===== config.mk =====
export PLATFORM = sky130hd
export DESIGN_NAME = cache_stat_monitor
export DESIGN_NICKNAME = d
export VERILOG_FILES = /design/src/rtl/cache_stat_pkg.sv /design/src/rtl/stat_bus_if.sv /design/src/rtl/access_classifier.sv /design/src/rtl/event_counter.sv /design/src/rtl/stat_dump_serializer.sv /design/src/rtl/uart_tx.sv /design/src/rtl/cache_stat_monitor.sv
export SDC_FILE = /design/constraint.sdc
export NUM_CORES = 1
export LEC_CHECK = 0
export BUFFER_PORTS_ARGS = -buffer_cell sky130_fd_sc_hd__buf_2
export CAP_MARGIN = 0
export CELL_PAD_IN_SITES_DETAIL_PLACEMENT = 0
export CELL_PAD_IN_SITES_GLOBAL_PLACEMENT = 1
export CORE_ASPECT_RATIO = 2
export CORE_MARGIN = 10
export CORE_UTILIZATION = 52
export CTS_BUF_LIST = sky130_fd_sc_hd__clkbuf_4
export CTS_CLUSTER_DIAMETER = 200
export DETAILED_ROUTE_END_ITERATION = 16
export PLACE_DENSITY = 0.92
export SLEW_MARGIN = 20
export SYNTH_ARGS = -nofsm -noshare
export SYNTH_HDL_FRONTEND = slang
export SYNTH_SLANG_ARGS = --single-unit

===== constraint.sdc =====
create_clock -name clk_cpu -period 4.7 [get_ports clk_cpu]
set_input_delay 0.47 -clock clk_cpu [delete_from_list [all_inputs] [get_ports clk_cpu]]
set_output_delay 0.47 -clock clk_cpu [all_outputs]
set_load 0.02 [all_outputs]

===== src/rtl/cache_stat_pkg.sv =====
package cache_stat_pkg;

	// byte address of a core request
	typedef logic [31:0] addr_t;

	// number of counted event kinds
	localparam int NUM_EVENTS = 6;

	// one strobe or flag per event
	typedef logic [NUM_EVENTS-1:0] event_vec_t;

	// bit positions, also the counter order in the frame
	localparam int EV_INST_READ  = 0;
	localparam int EV_INST_MISS  = 1;
	localparam int EV_DATA_READ  = 2;
	localparam int EV_DATA_WRITE = 3;
	localparam int EV_DATA_MISS  = 4;
	localparam int EV_L2_MISS    = 5;

	typedef logic [7:0] byte_t;

	// leads every frame
	localparam byte_t FRAME_SYNC = 8'hA5;

	// dump serializer states
	typedef enum logic [1:0] {
		IDLE,
		SEND,
		WAIT
	} ser_state_t;

endpackage


===== src/rtl/stat_bus_if.sv =====
`timescale 1ns/1ps

interface stat_bus_if #(
	parameter int COUNT_WIDTH = 16
);

	// one strobe per event, from the classifier
	cache_stat_pkg::event_vec_t events;

	// snapshot clear pulse
	logic clear;

	logic [COUNT_WIDTH-1:0] counts [cache_stat_pkg::NUM_EVENTS];

	// sticky saturation flags
	cache_stat_pkg::event_vec_t sat;

	modport classifier (output events);

	modport counter (input events, input clear, output counts, output sat);

	modport serializer (input counts, input sat, output clear);

endinterface


===== src/rtl/access_classifier.sv =====
`timescale 1ns/1ps

module access_classifier #(
	parameter cache_stat_pkg::addr_t INST_END_ADDR = 32'h0000_0A90
) (
	input  logic                  clk_cpu,
	input  logic                  rst,
	input  logic                  read_request,
	input  logic                  write_request,
	input  cache_stat_pkg::addr_t rw_address,
	input  logic                  l1i_miss,
	input  logic                  l1d_miss,
	input  logic                  l2_miss,
	stat_bus_if.classifier        bus
);

	logic read_q;
	logic write_q;
	logic l1i_miss_q;
	logic l1d_miss_q;
	logic l2_miss_q;
	cache_stat_pkg::addr_t address_q;
	logic inst_side;
	cache_stat_pkg::event_vec_t events_next;

	// one register stage on all inputs
	always_ff @(posedge clk_cpu) begin
		address_q <= rw_address;
		if (rst) begin
			read_q     <= 1'b0;
			write_q    <= 1'b0;
			l1i_miss_q <= 1'b0;
			l1d_miss_q <= 1'b0;
			l2_miss_q  <= 1'b0;
		end else begin
			read_q     <= read_request;
			write_q    <= write_request;
			l1i_miss_q <= l1i_miss;
			l1d_miss_q <= l1d_miss;
			l2_miss_q  <= l2_miss;
		end
	end

	// at or below the end address counts as instruction side
	assign inst_side = (address_q <= INST_END_ADDR);

	always_comb begin
		events_next = '0;
		events_next[cache_stat_pkg::EV_INST_READ]  = read_q & inst_side;
		events_next[cache_stat_pkg::EV_DATA_READ]  = read_q & ~inst_side;
		events_next[cache_stat_pkg::EV_DATA_WRITE] = write_q;
		events_next[cache_stat_pkg::EV_INST_MISS]  = l1i_miss_q;
		events_next[cache_stat_pkg::EV_DATA_MISS]  = l1d_miss_q;
		events_next[cache_stat_pkg::EV_L2_MISS]    = l2_miss_q;
	end

	always_ff @(posedge clk_cpu) begin
		if (rst) begin
			bus.events <= '0;
		end else begin
			bus.events <= events_next;
		end
	end

endmodule


===== src/rtl/event_counter.sv =====
`timescale 1ns/1ps

module event_counter #(
	parameter int COUNT_WIDTH = 16
) (
	input  logic                   clk_cpu,
	input  logic                   rst,
	input  logic                   event_strobe,
	input  logic                   clear,
	output logic [COUNT_WIDTH-1:0] count,
	output logic                   saturated
);

	localparam logic [COUNT_WIDTH-1:0] COUNT_MAX = '1;

	always_ff @(posedge clk_cpu) begin
		if (rst) begin
			count     <= '0;
			saturated <= 1'b0;
		end else if (clear) begin
			// an event on the clear edge opens the next frame
			count     <= COUNT_WIDTH'(event_strobe);
			saturated <= 1'b0;
		end else if (event_strobe) begin
			if (count == COUNT_MAX) begin
				// event lost at the top sets the sticky flag
				saturated <= 1'b1;
			end else begin
				count <= count + 1'b1;
			end
		end
	end

endmodule


===== src/rtl/stat_dump_serializer.sv =====
`timescale 1ns/1ps

module stat_dump_serializer #(
	parameter int COUNT_WIDTH = 16
) (
	input  logic                  clk_cpu,
	input  logic                  rst,
	input  logic                  dump,
	stat_bus_if.serializer        bus,
	input  logic                  tx_busy,
	output cache_stat_pkg::byte_t tx_byte,
	output logic                  tx_start,
	output logic                  busy
);

	localparam int BYTES_PER_COUNT = COUNT_WIDTH / 8;
	// sync byte, sat byte, then all counters
	localparam int FRAME_LEN = 2 + cache_stat_pkg::NUM_EVENTS * BYTES_PER_COUNT;
	localparam int IDX_W = $clog2(FRAME_LEN);

	cache_stat_pkg::ser_state_t state;
	logic [IDX_W-1:0] byte_idx;
	logic [IDX_W-1:0] cnt_idx;
	cache_stat_pkg::byte_t frame_byte;

	// counter i at bits [i*COUNT_WIDTH +: COUNT_WIDTH] with its low byte first
	logic [cache_stat_pkg::NUM_EVENTS*COUNT_WIDTH-1:0] count_snap;
	cache_stat_pkg::event_vec_t sat_snap;

	// snapshot taken on the clear edge, so nothing counted before it is lost
	always_ff @(posedge clk_cpu) begin
		if (bus.clear) begin
			for (int i = 0; i < cache_stat_pkg::NUM_EVENTS; i++) begin
				count_snap[i*COUNT_WIDTH +: COUNT_WIDTH] <= bus.counts[i];
			end
			sat_snap <= bus.sat;
		end
	end

	always_comb begin
		cnt_idx = byte_idx - IDX_W'(2);
		if (byte_idx == '0) begin
			frame_byte = cache_stat_pkg::FRAME_SYNC;
		end else if (byte_idx == IDX_W'(1)) begin
			frame_byte = cache_stat_pkg::byte_t'(sat_snap);
		end else begin
			frame_byte = count_snap[cnt_idx*8 +: 8];
		end
	end

	// frame byte latched together with the start pulse
	always_ff @(posedge clk_cpu) begin
		if (state == cache_stat_pkg::SEND && !tx_busy) begin
			tx_byte <= frame_byte;
		end
	end

	always_ff @(posedge clk_cpu) begin
		if (rst) begin
			state     <= cache_stat_pkg::IDLE;
			byte_idx  <= '0;
			bus.clear <= 1'b0;
			tx_start  <= 1'b0;
			busy      <= 1'b0;
		end else begin
			bus.clear <= 1'b0;
			tx_start  <= 1'b0;
			case (state)
				cache_stat_pkg::IDLE: begin
					if (dump) begin
						bus.clear <= 1'b1;
						busy      <= 1'b1;
						byte_idx  <= '0;
						state     <= cache_stat_pkg::SEND;
					end
				end
				cache_stat_pkg::SEND: begin
					if (!tx_busy) begin
						tx_start <= 1'b1;
						state    <= cache_stat_pkg::WAIT;
					end
				end
				cache_stat_pkg::WAIT: begin
					// tx_busy only rises one edge after the start pulse
					if (!tx_start && !tx_busy) begin
						if (byte_idx == IDX_W'(FRAME_LEN - 1)) begin
							busy  <= 1'b0;
							state <= cache_stat_pkg::IDLE;
						end else begin
							byte_idx <= byte_idx + 1'b1;
							state    <= cache_stat_pkg::SEND;
						end
					end
				end
				default: begin
					state <= cache_stat_pkg::IDLE;
				end
			endcase
		end
	end

endmodule


===== src/rtl/uart_tx.sv =====
`timescale 1ns/1ps

module uart_tx #(
	parameter int CLKS_PER_BIT = 868
) (
	input  logic                  clk_cpu,
	input  logic                  rst,
	input  logic                  tx_start,
	input  cache_stat_pkg::byte_t tx_byte,
	output logic                  tx_busy,
	output logic                  tx_data
);

	localparam int CNT_W = (CLKS_PER_BIT > 1) ? $clog2(CLKS_PER_BIT) : 1;

	logic [CNT_W-1:0] clk_cnt;
	// bit periods finished across start, 8 data and stop bits
	logic [3:0] bit_cnt;
	cache_stat_pkg::byte_t shift_q;

	always_ff @(posedge clk_cpu) begin
		if (!tx_busy && tx_start) begin
			shift_q <= tx_byte;
		end else if (tx_busy && clk_cnt == CNT_W'(CLKS_PER_BIT - 1) && bit_cnt < 4'd8) begin
			shift_q <= {1'b0, shift_q[7:1]};
		end
	end

	always_ff @(posedge clk_cpu) begin
		if (rst) begin
			tx_busy <= 1'b0;
			tx_data <= 1'b1;
			clk_cnt <= '0;
			bit_cnt <= '0;
		end else if (!tx_busy) begin
			if (tx_start) begin
				// start bit
				tx_busy <= 1'b1;
				tx_data <= 1'b0;
				clk_cnt <= '0;
				bit_cnt <= '0;
			end
		end else if (clk_cnt == CNT_W'(CLKS_PER_BIT - 1)) begin
			clk_cnt <= '0;
			bit_cnt <= bit_cnt + 1'b1;
			if (bit_cnt == 4'd9) begin
				// end of stop bit leaves the line high
				tx_busy <= 1'b0;
			end else if (bit_cnt == 4'd8) begin
				tx_data <= 1'b1;
			end else begin
				// lsb first
				tx_data <= shift_q[0];
			end
		end else begin
			clk_cnt <= clk_cnt + 1'b1;
		end
	end

endmodule


===== src/rtl/cache_stat_monitor.sv =====
`timescale 1ns/1ps

module cache_stat_monitor #(
	parameter int                    COUNT_WIDTH   = 16,
	parameter cache_stat_pkg::addr_t INST_END_ADDR = 32'h0000_0A90,
	parameter int                    CLKS_PER_BIT  = 868
) (
	input  logic                  clk_cpu,
	input  logic                  rst,
	input  logic                  read_request,
	input  logic                  write_request,
	input  cache_stat_pkg::addr_t rw_address,
	input  logic                  l1i_miss,
	input  logic                  l1d_miss,
	input  logic                  l2_miss,
	input  logic                  dump,
	output logic                  tx_data,
	output logic                  busy
);

	cache_stat_pkg::byte_t tx_byte;
	logic tx_start;
	logic tx_busy;

	stat_bus_if #(.COUNT_WIDTH(COUNT_WIDTH)) bus ();

	access_classifier #(
		.INST_END_ADDR (INST_END_ADDR)
	) u_classifier (
		.clk_cpu       (clk_cpu),
		.rst           (rst),
		.read_request  (read_request),
		.write_request (write_request),
		.rw_address    (rw_address),
		.l1i_miss      (l1i_miss),
		.l1d_miss      (l1d_miss),
		.l2_miss       (l2_miss),
		.bus           (bus.classifier)
	);

	// one counter per event kind
	for (genvar i = 0; i < cache_stat_pkg::NUM_EVENTS; i++) begin : g_counter
		event_counter #(
			.COUNT_WIDTH (COUNT_WIDTH)
		) u_counter (
			.clk_cpu      (clk_cpu),
			.rst          (rst),
			.event_strobe (bus.events[i]),
			.clear        (bus.clear),
			.count        (bus.counts[i]),
			.saturated    (bus.sat[i])
		);
	end

	stat_dump_serializer #(
		.COUNT_WIDTH (COUNT_WIDTH)
	) u_serializer (
		.clk_cpu  (clk_cpu),
		.rst      (rst),
		.dump     (dump),
		.bus      (bus.serializer),
		.tx_busy  (tx_busy),
		.tx_byte  (tx_byte),
		.tx_start (tx_start),
		.busy     (busy)
	);

	uart_tx #(
		.CLKS_PER_BIT (CLKS_PER_BIT)
	) u_uart_tx (
		.clk_cpu  (clk_cpu),
		.rst      (rst),
		.tx_start (tx_start),
		.tx_byte  (tx_byte),
		.tx_busy  (tx_busy),
		.tx_data  (tx_data)
	);

endmodule


==> results.env <==
OUTCOME='complete, no violations'
TIMING.SETUP.CRITICAL_PATH_CLASS='reg2reg'
MAX-CLOCK-PATH-BUFFERS=3
TIMING.CRITICAL_PATH.ARRIVAL_NS=2.57
FINAL-INSTANCE-COUNT-EXCL-FILL=1456
PIN_COUNT=42
R2R_START='u_uart_tx.clk_cnt[0]'
METAL3_WL_MM=1.22
YS_SEQ_ELEMENTS=288
PATH_BUF_INV=0
HTREE_LEVELS=3
YOSYSWARNINGS=0
CLOCK_TREE_FROM_TRITONCTS='done'
ANTENNA_VIOLATIONS_BEFORE_REPAIR=1
WL_MM=26.9
POST_DP_CELL_AREA_UM2=12100
FINALHOLDVIOLCOUNT=0
VIAS_PER_CELL=5.81
DIE_X_UM=126
WORST_SKEW_PAIR.LATE_LATENCY_NS=0.69
HIGHEST_IR_DROP_SEEN_ON_VDD_uV=264
ROUTE.DETAILED.DRC=0
MAX_CLOCK_FREQ_GHz=0.440
CTS.REPORTEDPATHS.CLKPINSLEW_NS=0.07
FINALWORSTPATHREQUIREDPERIOD_NS=2.27
NUMBER_OF_INSTANCES_ON_THE_WORST_HOLD_PATH=3
COMMONEST_CELLS_AFTER_ROUTING_FILL_AND_TAPS_ASIDE='dfxtp_1, edfxtp_1, nor2_1'
CTS_SETUP_BUFFERS=0
ROUTE.TOP_LAYER_USED='met4'
POST_CTS_HOLD_BUFFER_COUNT=36
WORST_HOLD_CLASS='in2reg'
NUMBER_OF_INSTANCES_IN_THE_SYNTHESIZED_NETLIST=1009
SYNTHARSTFLOPSHARE_PCT=0
IO_BUFFER_COUNT=41
VIAS_IN_THE_FIRST_GLOBAL_ROUTE=8667
OVERFLOW=0
N_FILL_CELL=1789
MIN_FROM='dump'
WIRE_LENGTH_OF_THE_FIRST_GLOBAL_ROUTING_PASS_MM=44.1
AREA.GROWTH.SYNTH_TO_FINAL_PCT=14.4
RSZ0062_AT_GRT='no'
WORST_SETUP_PATH_END_KIND='flop'
WORST_SETUP_PATH_START_KIND='flop'
CRIT_FAMILY='simple AND/OR/NAND/NOR gates'
VIAS=8457
FLOORPLAN_CORE_AREA_UM2=22200
REPORT.FINAL.SLEW_VIOL_COUNT=0
P_LEAK_nW=4.60
DPL.CELL_COUNT=1298
TIMING.SETUP.TNS_NS=0
PATH_CELLS='ha_1 > nand4b_1 > nor3_4 > nand2_1 > o21bai_1'
GRT_MAX_DEGREE=81
DIE_HEIGHT_UM=232
AVGSYNTHCELLAREA_UM2=11.6
SEQ_AREA_FRAC_SYNTH_PCT=59.5
CRITPATHLAUNCH='u_uart_tx.clk_cnt[0]'
SETUP_WS_NS=2.43
ROUTE.LAYER.MET1.WL_MM=9.31
CRITICAL_PATH_DEPTH=5
DIE-AREA_UM2=29200
CP_MAX_FO=10
CLOCKROOTBUFFER='clkbuf_4'
SYN-NUM-NETS=1064
GROUTE.USAGE.OVERALL_PCT=18.5
SYNTH.DISTINCT_CELLS=74
FRACTION_OF_LAYOUT_CELLS_WITH_A_SIZE_SUFFIX_ABOVE_1_PCT=17.2
WORST_PATH_LARGEST_CELL_DELAY_NS=0.59
SYN-CELL-AREA_UM2=11700
SYNTH-EDFF-COUNT=118
FINAL_PERIOD_UTILIZATION_PCT=48.4
WL_MET2_MM=15.0
NUMBER_OF_NETS_WITH_ANTENNA_VIOLATIONS_AFTER_DETAILED_ROUTING=0
STARTING_DENSITY_OF_THE_CORE_PCT=52.7
WORST-ENDPOINT-REQUIRED_NS=5.00
POST-PLACE-WS_NS=2.44
POSTLAYOUTCELLAREA_UM2=13400
SKEW_NS=0.0396
DETAILEDROUTE.FIRSTITERATIONVIOLATIONS=340
PLACEMENTROWS=77
POWER_PER_CELL_AREA_nW_PER_UM2=369
FIRST_PASS_ITERS=4
LAYOUT.NETS=1181
TIMING_WORST_SLEW_PIN_VALUE_NS=0.934
WORSTREGTOREGCELLS=5
TIMING.CRITICAL_PATH.SLOWEST_STAGE_CELL='o21bai_1'
CTS_SINKS=288
DETAILEDPLACEMENTHPWL_MM=18.3
WORST_SLEW_MARGIN_REL_PCT=37.7
ROUTABILITYCONGESTION=0.885
ROUTEDWLPERCELL_UM=18.5
POST_CTS_RESIZED=0
CTS_MADE_BUFFERS=66
FINALSETUPVIOLCOUNT=0
MAX-CAP-VIOLATIONS=0
YS_DOMINANT_REG_CELL='dfxtp_1'
FINAL_COMMON_CELL='dfxtp_1'
## report_power, final
part	leakage, nW	switching [W]	internal [W]	total (W)
Clock	0.513	0.000972	0.00104	0.00202
Combinational	1.58	0.000111	0.0000861	0.000197
Sequential	2.50	0.0000550	0.00267	0.00273
## worst paths after layout
check	endpoint	slack, ns
worst max-delay path	u_uart_tx.shift_q[1]	2.43
worst min-delay path	u_serializer.bus.clear	0.08
worst max register to register	u_uart_tx.shift_q[1]	2.43
worst min register to register	u_classifier.bus.events[4]	0.44
## state kept, by name, summed over array words and instances, names as in the netlist, 2 cells and up
signal                         flops
g_counter.u_counter.saturated      6
u_classifier.address_q            32
u_uart_tx.bit_cnt                  4
g_counter.u_counter.count         96
u_serializer.count_snap           96
u_classifier.bus.events            6
u_serializer.sat_snap              6
u_serializer.byte_idx              4
u_serializer.tx_byte               8
u_uart_tx.shift_q                  8
u_uart_tx.clk_cnt                 10
u_serializer.state                 2
## cell usage after synthesis (15+ instances only)
library cell	instances	area, um^2
nor3_1	31	155
nand2_1	73	274
a21oi_1	46	230
o21ai_0	30	150
ha_1	15	188
and3_1	23	144
mux4_2	20	450
nand3_1	47	235
dfxtp_1	170	3400
edfxtp_1	118	3540
xnor2_1	31	272
xor2_1	26	228
nor2_1	97	364
clkbuf_1	23	86.3
nand4_1	28	175
nor2b_1	19	119
## layout make-up
type | instances | area, um^2 | share of cell area [%]
timing repair buffer | 82 | 603 | 4.51
antenna | 1 | 2.50 | 0.0187
multi-input combinational | 674 | 4540 | 34.0
clock inverter | 27 | 163 | 1.22
inverter | 14 | 52.6 | 0.393
sequential | 288 | 6950 | 52.0
tap | 276 | 345 | 2.58
clock buffer | 94 | 706 | 5.28
## worst register-to-register path, cell delays in order (launching register included)
cell	delay (ns)
dfxtp_1	0.40
ha_1	0.24
nand4b_1	0.17
nor3_4	0.38
nand2_1	0.09
o21bai_1	0.59
## per-stage QoR
step	util [%]	total power, W	hold WS [ns]
floorplan	-	0.00288	0.408
finish	60.3	0.00494	0.0758
CTS	60.3	0.00498	0.0279
global placement	54.7	0.00295	0.417
detailed placement	54.8	0.00295	0.429
global route	60.3	0.00515	0.0473
## cells by family (layout without fill, tap and decap cells)
family	count (synthesis)	after routing	share of synthesized area, %
buffers and inverters	47	217	1.70
XOR/XNOR	57	57	4.27
adder cells (fa/ha/maj)	15	15	1.61
other	0	1	0
flip-flops	288	288	59.5
AND/OR/NAND/NOR	411	411	18.8
multiplexers	40	40	5.64
AO/OA/AOI/OAI	151	151	8.48
## metal layers
metal  vias to the layer above  GRT usage (%)
li1                       4051              -
met1                      4075           17.6
met2                       251           35.5
met3                        80           4.16
met4                         0           9.97
met5                         -              0
Note: power is estimated with default switching activity, not from simulation.
